==> src/verilog/periph_pkg.sv <==
// Shared definitions for the peripheral bus in the video clock domain.
// Holds the address map, the region codes and the packed structs that
// carry the processor request, the bus response and the decoded strobe.

`default_nettype none

package periph_pkg;

    // processor address width
    localparam int addr_width = 24;

    // copper RAM word address width
    localparam int cop_addr_width = 11;

    // region code taken from address bits 23..20
    typedef enum logic [3:0] {
        region_status = 4'd1,
        region_dsp    = 4'd2,
        region_pad    = 4'd3,
        region_copper = 4'd4
    } region_t;

    // processor memory port, held until ready is seen
    typedef struct packed {
        logic                  valid;
        logic [addr_width-1:0] address;
        logic [3:0]            wstrb;
        logic [31:0]           write_data;
    } bus_request_t;

    // read data is only meaningful while ready is high
    typedef struct packed {
        logic        ready;
        logic [31:0] read_data;
    } bus_response_t;

    // one-cycle decoded access, at most one enable set
    typedef struct packed {
        logic                  status_en;
        logic                  dsp_en;
        logic                  pad_en;
        logic                  copper_en;
        logic                  write;
        logic                  unmapped;
        logic [addr_width-1:0] address;
        logic [3:0]            wstrb;
        logic [31:0]           write_data;
    } periph_strobe_t;

endpackage

`default_nettype wire

==> src/verilog/bus_responder.sv <==
// Response side of the peripheral bus.
// Holds the LED status register, picks the read data for the strobed
// region and returns it with a one-cycle ready pulse on the next cycle.

`timescale 1ns/1ps
`default_nettype none

module bus_responder (
    input  logic                       vdp_clk,
    input  logic                       vdp_reset,
    input  periph_pkg::periph_strobe_t strobe,
    input  logic [31:0]                product,
    input  logic [1:0]                 pad_data,
    output periph_pkg::bus_response_t  rsp,
    output logic                       led_r,
    output logic                       led_b
);

    logic [1:0]  status;
    logic [31:0] read_next;
    logic        strobe_active;
    logic        ready_q;
    logic [31:0] read_data_q;

    assign strobe_active = strobe.status_en || strobe.dsp_en || strobe.pad_en ||
                           strobe.copper_en || strobe.unmapped;

    // status register, red LED on out of reset
    always_ff @(posedge vdp_clk) begin
        if (vdp_reset) begin
            status <= 2'b01;
        end else if (strobe.status_en && strobe.write) begin
            status <= strobe.write_data[1:0];
        end
    end

    assign led_r = status[0];
    assign led_b = status[1];

    // copper and unmapped fall through to zero
    always_comb begin
        read_next = 32'b0;
        if (!strobe.write) begin
            if (strobe.status_en) begin
                read_next = {30'b0, status};
            end else if (strobe.dsp_en) begin
                read_next = product;
            end else if (strobe.pad_en) begin
                read_next = {30'b0, pad_data};
            end
        end
    end

    always_ff @(posedge vdp_clk) begin
        if (vdp_reset) begin
            ready_q <= 1'b0;
        end else begin
            ready_q <= strobe_active;
        end
    end

    always_ff @(posedge vdp_clk) begin
        read_data_q <= read_next;
    end

    assign rsp.ready     = ready_q;
    assign rsp.read_data = read_data_q;

endmodule

`default_nettype wire

==> config.mk <==
export PLATFORM = sky130hd
export DESIGN_NAME = bus_responder
export DESIGN_NICKNAME = d
export VERILOG_FILES = /design/src/verilog/periph_pkg.sv /design/src/verilog/bus_responder.sv
export SDC_FILE = /design/constraint.sdc
export NUM_CORES = 1
export LEC_CHECK = 0
export BUFFER_PORTS_ARGS = -buffer_cell sky130_fd_sc_hd__clkbuf_2
export CAP_MARGIN = 20
export CORE_MARGIN = 2
export CORE_UTILIZATION = 33
export CTS_BUF_LIST = sky130_fd_sc_hd__clkbuf_16
export CTS_CLUSTER_SIZE = 14
export DETAILED_ROUTE_END_ITERATION = 8
export PLACE_DENSITY = 0.82
export SLEW_MARGIN = 20
export SYNTH_ARGS = -nofsm -noshare
export SYNTH_HDL_FRONTEND = slang
export SYNTH_SLANG_ARGS = --single-unit
==> constraint.sdc <==
create_clock -name vdp_clk -period 2.2 [get_ports vdp_clk]
set_clock_uncertainty 0.15 [all_clocks]
set_input_delay 0.22 -clock vdp_clk [delete_from_list [all_inputs] [get_ports vdp_clk]]
set_output_delay 0.22 -clock vdp_clk [all_outputs]
set_load 0.01 [all_outputs]
* Word-level counts from Yosys, hierarchy flattened
Cells that the tools add are included.
Storage, ports and cells: latch bits 0, logic and storage cells 13, bits in read-only memories 0, register bits after elaboration 35, input port bits 102, memories kept 0, memory bits (writable) 0, output and inout port bits 35
Operators by class: divide/modulo/power cells 0, muxes and demuxes 3, reductions and logical operators 6, bitwise operators 0, $mul 0, add/sub/neg operators 0, $lt $le $gt $ge 0, equality and inequality tests 0, shift operators 0
Operators by type and width (number):
- $mux 32 | 1
- $logic_or 1x1->1 | 4
- $mux 2 | 2
- $reduce_or 2->1 | 1
- $logic_and 1x1->1 | 1

* Longest topological paths before layout
Gate-level depths: netlist of the first run.
depth after elaboration 4, depth in mapped cells 4, mapped depth without buffers 2

* Worst setup path before layout of the first run
OpenSTA, ideal clock, no wires.
path type input -> register, from input strobe[65] (netlist bit), to register read_data_q[10], setup slack 1152 ps, library setup time 59 ps, data required time 1991 ps, path buffers 2, data arrival time 840 ps, stages on the path 4, cell sequence buf_6 nor3b_4 buf_6 and2_1
Between the ends: word-level cells in the longest chain between the ends 1
Ends and longest elaborated chain:
- start: declaration | line bus_responder.sv:11 | input periph_pkg::periph_strobe_t strobe,
- $reduce_or 2->1 (no source line)
- end signal: assignment | line bus_responder.sv:63 | read_data_q <= read_next;
- end: declaration | line bus_responder.sv:23 | logic [31:0] read_data_q;
Every way passes these cells. A chain may end at the register's enable or synchronous reset.

* Final worst setup path of the first run
from input strobe[65] (netlist bit), to register read_data_q[8]
Same word-level chain as after synthesis.

==> results.sh, run 1 <==
export IMPL_dpl_cell_area_um2=1460
export IMPL_via_count_of_the_first_global_routing_pass=791
export IMPL_grt_max_degree=18
export IMPL_half_perimeter_wire_length_of_the_detailed_placement_result_um=1600
export IMPL_r2r_slack_ns=1.23
export IMPL_total_switching_power_mw=0.270
export IMPL_final_max_slew_violation_count=0
export IMPL_vias_per_cell=4.08
export IMPL_cell_depth_of_the_worst_flop_to_flop_path=2
export IMPL_filler_cell_count=272
export IMPL_clock_tree_from_tritoncts="yes"
export IMPL_setup_violations_final=0
export IMPL_yosysWarnings=0
export IMPL_clk_root_buffer_cell="clkbuf_16"
export IMPL_dr_total_vias=906
export IMPL_fin_worst_hold_slack_ns=0.00132
export IMPL_holdPathEnd="read_data_q[26]"
export IMPL_post_place_ws_ns=0.630
export IMPL_syn_cell_area_um2=1060
export IMPL_stdcell_area_um2=1690
export IMPL_timing_final_crit_share_pct=56.3
export IMPL_global_route_total_usage_across_every_layer_pct=11.9
export IMPL_layout_cells_non_filler=222
export IMPL_grt_pass1_wl_um=3190
export IMPL_register_area_um2=701
export IMPL_timing_rr_end="status[0]"
export IMPL_timing_setup_tns_ns=0
export IMPL_power_leakage_nw=0.871
export IMPL_routed_wl_um=2230
export IMPL_netSwitchingFraction_pct=19.3
export IMPL_floorplan_core_area_um2=3050
export IMPL_first_pass_iters=2
export IMPL_end_kind="flip-flop"
export IMPL_synth_area_per_cell_um2=12.2
export IMPL_holdCritPathClass="in -> reg"
export IMPL_worstPathMaxFanout=17
export IMPL_port_buffers=78
export IMPL_timing_worst_setup_path_type="in -> reg"
export IMPL_worst_hold_path_num_cells=2
export IMPL_tightest_slew_ns=0.505
export IMPL_syn_nets=189
export IMPL_total_power_mw=1.40
export IMPL_cts_sinks=35
export IMPL_power_share_sequential_pct=47.3
export IMPL_pwr_density_cell_nw_per_um2=828
export IMPL_crit_arrival_ns=1.30
export IMPL_num_nets_final=279
export IMPL_clock_latency_ns=0.26
export IMPL_ys_seq_elements=35
export IMPL_rsz_0062_raised_after_global_routing="false"
export IMPL_fp_row_count=20
export IMPL_max_slew_margin_pct=66.3
export IMPL_area_delta_synth_final_pct=59.2
export IMPL_type_of_element_launching_the_critical_path="input pin"
export IMPL_multi_input_area_um2=300
export IMPL_fin_ws_ns=0.962
export IMPL_drive_above_1_share_pct=48.9
export IMPL_startpoint_of_the_worst_hold_path="product[26]"
export IMPL_finalHoldViolations=0
export IMPL_dieHeight_um=60.7
export IMPL_die_w_um=60.7
export IMPL_dieArea_um2=3680
export IMPL_postCtsSetupRepairBufs=0
export IMPL_run_status="completed"
export IMPL_netlist_cell_type_count=15
export IMPL_cts_buffers=5
export IMPL_utilization_pct=55.3
export IMPL_clock_power_share_pct=44.7
export IMPL_antenna_violating_nets_post_route=0
export IMPL_cts_max_path_buffers=2
export IMPL_htree_num_levels=2
export IMPL_route_detailed_drc=0
export IMPL_ir_worst_vdd_uv=361
export IMPL_synthesis_instances=87
export IMPL_antenna_found_initial=0
export IMPL_drt_first_iter_violations=33
export IMPL_clock_slew_seen_by_the_registers_of_the_worst_setup_and_hold_paths_ns=0.05
export IMPL_power_report_internal_total_mw=1.13
export IMPL_min_cycle_time_layout_ns=1.24
export IMPL_r2r_start="status[0]"
export IMPL_gp_congestion=0.664
export IMPL_max_freq_mhz=808
export IMPL_share_comb_of_total_power_pct=8.0
export IMPL_avgRoutedWirePerCell_um=10.0
export IMPL_initial_core_util_pct=34.8
export IMPL_synth_sequential_area_ratio_pct=66.0
export IMPL_boundaryPins=137
export IMPL_cap_viol_max_count=0
export IMPL_overflow=0
export IMPL_placed_cells_incl_taps=205
export IMPL_number_of_inserted_diodes=0
export IMPL_critPathRequiredTime_ns=2.26
-- power by group through the flow --
stage | Clock (mW) | Combinational [mW] | Sequential [mW]
after floorplan | 0 | 0.0335 | 0.684
after global placement | 0 | 0.0989 | 0.674
after detailed placement | 0 | 0.0998 | 0.675
after CTS | 0.643 | 0.109 | 0.662
after global routing | 0.687 | 0.124 | 0.663
final | 0.625 | 0.112 | 0.662
-- logic make-up (layout without fill, tap and decap cells) --
kind of cell / after synthesis / after routing / share of synthesized area, %
buffers and inverters: 7 / 98 / 5.66
AND/OR/NAND/NOR: 36 / 36 / 22.2
flip-flops: 35 / 35 / 66.0
AO/OA/AOI/OAI: 9 / 9 / 6.13
-- Yosys cell counts --
master / n / area (um2)
nand3_1: 1 / 5.00
and2_1: 30 / 188
nor3_1: 1 / 5.00
dfxtp_1: 35 / 701
buf_6: 4 / 45.0
a21boi_0: 1 / 7.51
inv_1: 2 / 7.51
nor2_1: 1 / 3.75
nor3b_4: 1 / 18.8
a311o_1: 1 / 10.0
a21bo_2: 1 / 10.0
buf_4: 1 / 7.51
a221oi_1: 2 / 17.5
a21oi_1: 4 / 20.0
nand3b_1: 2 / 15.0
-- state kept, by name (all words and copies together) (netlist names) --
register,cells
read_data_q,32
status,2
ready_q,1
-- cells in the final DEF (no fill, tap or decap) --
cell type	synthesis	layout
clkbuf_2	0	78
a21bo_2	1	1
inv_1	2	4
dlygate4sd3_1	0	9
a221oi_1	2	2
nor2_1	1	1
a311o_1	1	1
buf_4	1	1
nor3b_4	1	1
a21boi_0	1	1
nor3_1	1	1
clkinv_2	0	1
nand3_1	1	1
dfxtp_1	35	35
clkbuf_16	0	5
nand3b_1	2	2
and2_1	30	30
a21oi_1	4	4
-- layer usage --
metal / wire, um / up-vias / GRT usage (%) / part of all wire, %
li1: - / 458 / - / -
met1: 855 / 388 / 11.5 / 38
met2: 1110 / 58 / 21.0 / 50
met3: 256 / 2 / 5.97 / 12
met4: 8 / 0 / 5.59 / 0.36
met5: 0 / - / 0 / 0
-- worst max-delay path: stages --
cell	delay (ns)
clkbuf_2	0.18
nor3b_4	0.50
buf_4	0.26
and2_1	0.13
-- how the worst max path moves through the flow --
stage	start	end	slack (ns)	depth (start not counted)
floorplan	strobe[65]	read_data_q[10]	1.15	4
global placement	strobe[65]	read_data_q[3]	0.64	4
detailed placement	strobe[65]	read_data_q[8]	0.63	4
CTS	strobe[65]	read_data_q[8]	0.90	4
global route	strobe[65]	read_data_q[10]	0.83	4
finish	strobe[65]	read_data_q[8]	0.96	4
-- cell type report --
type	count	share of cell area, %
multi-input combinational	45	17.8
sequential	35	41.5
inverter	2	0.444
timing repair buffer	88	28.9
clock inverter	3	0.741
tap	44	3.26
clock buffer	5	7.41
-- what timing repair did --
action                     4_1_cts  5_1_grt
gates resized for setup          0        0
hold endpoints to repair         7        3
setup endpoints to repair        0        0
hold buffers                     6        3
Note: power is estimated with default switching activity, not from simulation.
==> run 2, diff against run 1 <==
- CORE_UTILIZATION: 33 -> 28
- PLACE_DENSITY: 0.82 -> 0.74
- clock period: 2.2 -> 1.1 ns (I/O delays scaled with it)
==> results.sh, run 2 (synthesis results as in run 1) <==
export IMPL_run_status="completed"
export IMPL_largest_register_ffs=32
export IMPL_cts_buffers=5
export IMPL_total_power_mw=2.93
export IMPL_cts_max_path_buffers=2
export IMPL_boundaryPins=137
export IMPL_gp_congestion=0.735
export IMPL_port_buffers=78
export IMPL_power_leakage_nw=0.998
export IMPL_r2r_start="status[0]"
export IMPL_pwr_density_cell_nw_per_um2=1440
export IMPL_num_nets_final=309
export IMPL_crit_arrival_ns=1.08
export IMPL_type_of_element_launching_the_critical_path="input pin"
export IMPL_die_w_um=65.6
export IMPL_min_cycle_time_layout_ns=1.05
export IMPL_startpoint_of_the_worst_hold_path="strobe[63]"
export IMPL_worstPathMaxFanout=1
export IMPL_tightest_slew_ns=0.219
export IMPL_dpl_cell_area_um2=1510
export IMPL_clock_tree_from_tritoncts="yes"
export IMPL_timing_final_crit_share_pct=95.8
export IMPL_floorplan_core_area_um2=3660
export IMPL_area_delta_synth_final_pct=91.5
export IMPL_first_pass_iters=4
export IMPL_htree_num_levels=2
export IMPL_drt_first_iter_violations=24
export IMPL_route_detailed_drc=0
export IMPL_max_slew_margin_pct=85.4
export IMPL_grt_max_degree=26
export IMPL_initial_core_util_pct=29.0
export IMPL_setup_violations_final=0
export IMPL_cts_sinks=35
export IMPL_timing_critical_path_max_delay_family="buffers and inverters"
export IMPL_fp_row_count=22
export IMPL_layout_commonest_cell="clkbuf_2"
export IMPL_critPathRequiredTime_ns=1.12
export IMPL_number_of_inserted_diodes=0
export IMPL_finalHoldViolations=0
export IMPL_via_count_of_the_first_global_routing_pass=1036
export IMPL_critical_path_slowest_cell="dlygate4sd3_1"
export IMPL_dieHeight_um=65.6
export IMPL_clk_root_buffer_cell="clkbuf_16"
export IMPL_setup_worst_path_start="pad_data[0]"
export IMPL_dieArea_um2=4300
export IMPL_commonest_cells_after_routing_fill_and_taps_aside="77 x clkbuf_2, 37 x dlygate4sd3_1, 35 x dfxtp_1"
export IMPL_utilization_pct=55.5
export IMPL_worst_path_buf_inv=2
export IMPL_holdCritPathClass="in -> reg"
export IMPL_rsz_0062_raised_after_global_routing="true"
export IMPL_r2r_slack_ns=0.14
export IMPL_grt_pass1_wl_um=4330
export IMPL_vias_per_cell=4.00
export IMPL_global_route_total_usage_across_every_layer_pct=13.7
export IMPL_timing_worst_setup_path_type="in -> reg"
export IMPL_antenna_violating_nets_post_route=0
export IMPL_biggestRegsByFlops="read_data_q: 32 flops, status: 2 flops, ready_q: 1 flops"
export IMPL_avgRoutedWirePerCell_um=10.5
export IMPL_clock_slew_seen_by_the_registers_of_the_worst_setup_and_hold_paths_ns=0.05
export IMPL_crit_path_max_incr_delay_ns=0.53
export IMPL_worstPathCellList="dlygate4sd3_1 > clkbuf_2 > nand3b_1 > a221oi_2"
export IMPL_timing_setup_tns_ns=0
export IMPL_max_freq_mhz=949
export IMPL_end_kind="flip-flop"
export IMPL_dr_total_vias=1023
export IMPL_overflow=0
export IMPL_routed_wl_um=2690
export IMPL_antenna_found_initial=0
export IMPL_ir_worst_vdd_uv=880
export IMPL_cap_viol_max_count=0
export IMPL_drive_above_1_share_pct=43.8
export IMPL_final_max_slew_violation_count=0
export IMPL_clock_latency_ns=0.27
export IMPL_stdcell_area_um2=2030
export IMPL_regMostFlops="read_data_q"
[run 2: layout make-up]
cell class                 count  area, um2
inverter                       2       7.51
sequential                    35        701
clock inverter                 3       15.0
fill                         326       1630
clock buffer                   5        125
multi-input combinational     45        313
timing repair buffer         118        811
tap                           48       60.1
[run 2: metrics by stage]
stage | std cells | setup slack (ns) | hold WS, ns
after global placement | 212 | 0.0623 | 0.157
after global routing | 256 | -0.0207 | 0.0250
final | 256 | 0.0466 | 0.00356
after floorplan | 87 | 0.129 | 0.0291
after detailed placement | 212 | 0.0555 | 0.160
after CTS | 257 | 0.0248 | 0.00677
[run 2: path summary, 6_finish.rpt]
check | end | depth (start not counted)
max reg2reg | status[0] | 2
max | read_data_q[0] | 4
min reg2reg | read_data_q[1] | 2
min | read_data_q[1] | 3
[run 2: tightest hold or removal path, stage by stage]
cell and delay (ns):
clkbuf_2 0.11, nand3b_1 0.10, a221oi_2 0.06
[run 2: per-layer routing]
metal / wire length, um / up-vias / track usage [%]
met2: 1460 / 49 / 27.4
met4: 18 / 0 / 5.47
met1: 1030 / 455 / 11.9
met5: 0 / - / 0
li1: - / 517 / -
met3: 175 / 2 / 5.31
[run 2: repair_timing]
action / 4_1_cts / 5_1_grt
gates resized for setup: 0 / 2
hold buffers: 37 / 0
setup buffers: 0 / 0
setup endpoints to repair: 0 / 3
endpoints found under the hold margin: 35 / 0
[run 2: power by group]
part	leakage, nW	internal (mW)	switching, mW
registers	0.286	1.31	0.0121
clock network	0.0649	0.820	0.458
logic	0.647	0.212	0.116
total	0.998	2.34	0.586
==> run 3, diff against run 2 <==
- CELL_PAD_IN_SITES_DETAIL_PLACEMENT: not set -> 0
- CELL_PAD_IN_SITES_GLOBAL_PLACEMENT: not set -> 1
- CORE_UTILIZATION: 28 -> 18
- PLACE_DENSITY: 0.74 -> 0.73
==> results.sh, run 3 (synthesis results as in run 1) <==
export IMPL_placed_cells_incl_taps=235
export IMPL_stdcell_area_um2=2060
export IMPL_met3_routed_wl_um=312
export IMPL_type_of_element_launching_the_critical_path="input pin"
export IMPL_power_leakage_nw=1.02
export IMPL_met2RoutedLength_um=1580
export IMPL_largest_register_ffs=32
export IMPL_regMostFlops="read_data_q"
export IMPL_worst_hold_path_num_cells=3
export IMPL_fp_row_count=27
export IMPL_first_pass_iters=4
export IMPL_layout_cells_non_filler=283
export IMPL_num_nets_final=313
export IMPL_layout_commonest_cell="clkbuf_2"
export IMPL_run_status="completed"
export IMPL_overflow=0
export IMPL_utilization_pct=36.8
export IMPL_routed_wl_um=3100
export IMPL_min_cycle_time_layout_ns=1.09
export IMPL_route_layer_met1_wl_um=1190
export IMPL_dr_total_vias=1056
export IMPL_number_of_inserted_diodes=0
export IMPL_crit_path_max_incr_delay_ns=0.54
export IMPL_clock_slew_seen_by_the_registers_of_the_worst_setup_and_hold_paths_ns=0.05
export IMPL_cts_max_path_buffers=2
export IMPL_critPathRequiredTime_ns=1.13
export IMPL_timing_critical_path_max_delay_family="buffers and inverters"
export IMPL_avgRoutedWirePerCell_um=10.9
export IMPL_htree_num_levels=2
export IMPL_gp_congestion=0.594
export IMPL_route_detailed_drc=0
export IMPL_filler_cell_count=590
export IMPL_grt_pass1_wl_um=4530
export IMPL_port_buffers=78
export IMPL_pwr_density_cell_nw_per_um2=1420
export IMPL_worstSetupPathDepth=4
export IMPL_fin_ws_ns=0.0145
export IMPL_fin_worst_hold_slack_ns=0.0361
export IMPL_ir_worst_vdd_uv=531
export IMPL_antenna_violating_nets_post_route=0
export IMPL_end_kind="flip-flop"
export IMPL_die_w_um=80.8
export IMPL_worst_path_buf_inv=2
export IMPL_dieArea_um2=6520
export IMPL_grt_max_degree=19
export IMPL_critical_path_slowest_cell="dlygate4sd3_1"
export IMPL_dpl_cell_area_um2=1510
export IMPL_worstPathCellList="dlygate4sd3_1 > clkbuf_2 > nand3b_1 > a221oi_2"
export IMPL_vias_per_cell=3.73
export IMPL_postCtsSetupRepairBufs=0
export IMPL_clock_latency_ns=0.27
export IMPL_cts_sinks=35
export IMPL_via_count_of_the_first_global_routing_pass=1039
export IMPL_global_route_total_usage_across_every_layer_pct=9.33
export IMPL_cell_depth_of_the_worst_flop_to_flop_path=2
export IMPL_total_power_mw=2.94
export IMPL_cts_buffers=5
export IMPL_boundaryPins=137
export IMPL_commonest_cells_after_routing_fill_and_taps_aside="78 x clkbuf_2, 40 x dlygate4sd3_1, 35 x dfxtp_1"
export IMPL_drt_first_iter_violations=10
export IMPL_clk_root_buffer_cell="clkbuf_16"
export IMPL_highest_signal_layer="met4"
export IMPL_antenna_found_initial=0
export IMPL_post_place_ws_ns=0.0232
export IMPL_finalHoldViolations=0
export IMPL_floorplan_core_area_um2=5610
export IMPL_tightest_slew_ns=0.224
export IMPL_half_perimeter_wire_length_of_the_detailed_placement_result_um=2000
export IMPL_final_max_slew_violation_count=0
export IMPL_cap_viol_max_count=0
export IMPL_initial_core_util_pct=18.9
export IMPL_clock_tree_from_tritoncts="yes"
export IMPL_dieHeight_um=80.8
export IMPL_timing_worst_setup_path_type="in -> reg"
export IMPL_timing_setup_tns_ns=0
export IMPL_biggestRegsByFlops="read_data_q: 32 flops, status: 2 flops, ready_q: 1 flops"
export IMPL_crit_arrival_ns=1.12
export IMPL_setup_violations_final=0
export IMPL_drive_above_1_share_pct=42.7
export IMPL_max_slew_margin_pct=85.1
export IMPL_area_delta_synth_final_pct=94.6
export IMPL_holdCritPathClass="in -> reg"
export IMPL_timing_final_crit_share_pct=98.7
export IMPL_max_freq_mhz=921
export IMPL_worstPathMaxFanout=1
## run 3: power by group
group | total [mW] | internal [mW] | switching [mW]
Sequential | 1.32 | 1.31 | 0.0120
Clock | 1.28 | 0.812 | 0.473
Combinational | 0.330 | 0.211 | 0.119
Total | 2.94 | 2.33 | 0.604
## run 3: cell type report
| cell class | count | area, um2 | area share [%] |
|---|---|---|---|
| clock buffers | 5 | 125 | 6.06 |
| well taps | 72 | 90.1 | 4.36 |
| flip-flops and latches | 35 | 701 | 33.9 |
| clock inverters | 2 | 8.76 | 0.424 |
| repair buffers | 122 | 826 | 40.0 |
| multi-input cells | 45 | 307 | 14.8 |
| inverters | 2 | 7.51 | 0.364 |
## run 3: routing by layer
layer	vias to the layer above	GRT usage, %
met4	0	3.05
li1	522	-
met5	-	0
met1	476	9.06
met3	2	3.89
met2	56	17.8
## run 3: path summary, 6_finish.rpt
| kind | from | end | slack, ns |
|---|---|---|---|
| worst max-delay path | pad_data[1] | read_data_q[1] | 0.01 |
| worst min-delay path | product[0] | read_data_q[0] | 0.04 |
| worst max register to register | status[0] | status[0] | 0.12 |
| worst min register to register | status[0] | read_data_q[0] | 0.34 |
## run 3: what timing repair did
item | in CTS | in global routing
gates resized for setup | 0 | 2
endpoints found under the hold margin | 35 | 0
hold buffers | 41 | 0
setup endpoints to repair | 0 | 1
## run 3: worst register-to-register path, stage by stage, from the launching register on
cell,delay (ns)
dfxtp_1,0.32
a21boi_0,0.12
a311o_1,0.27
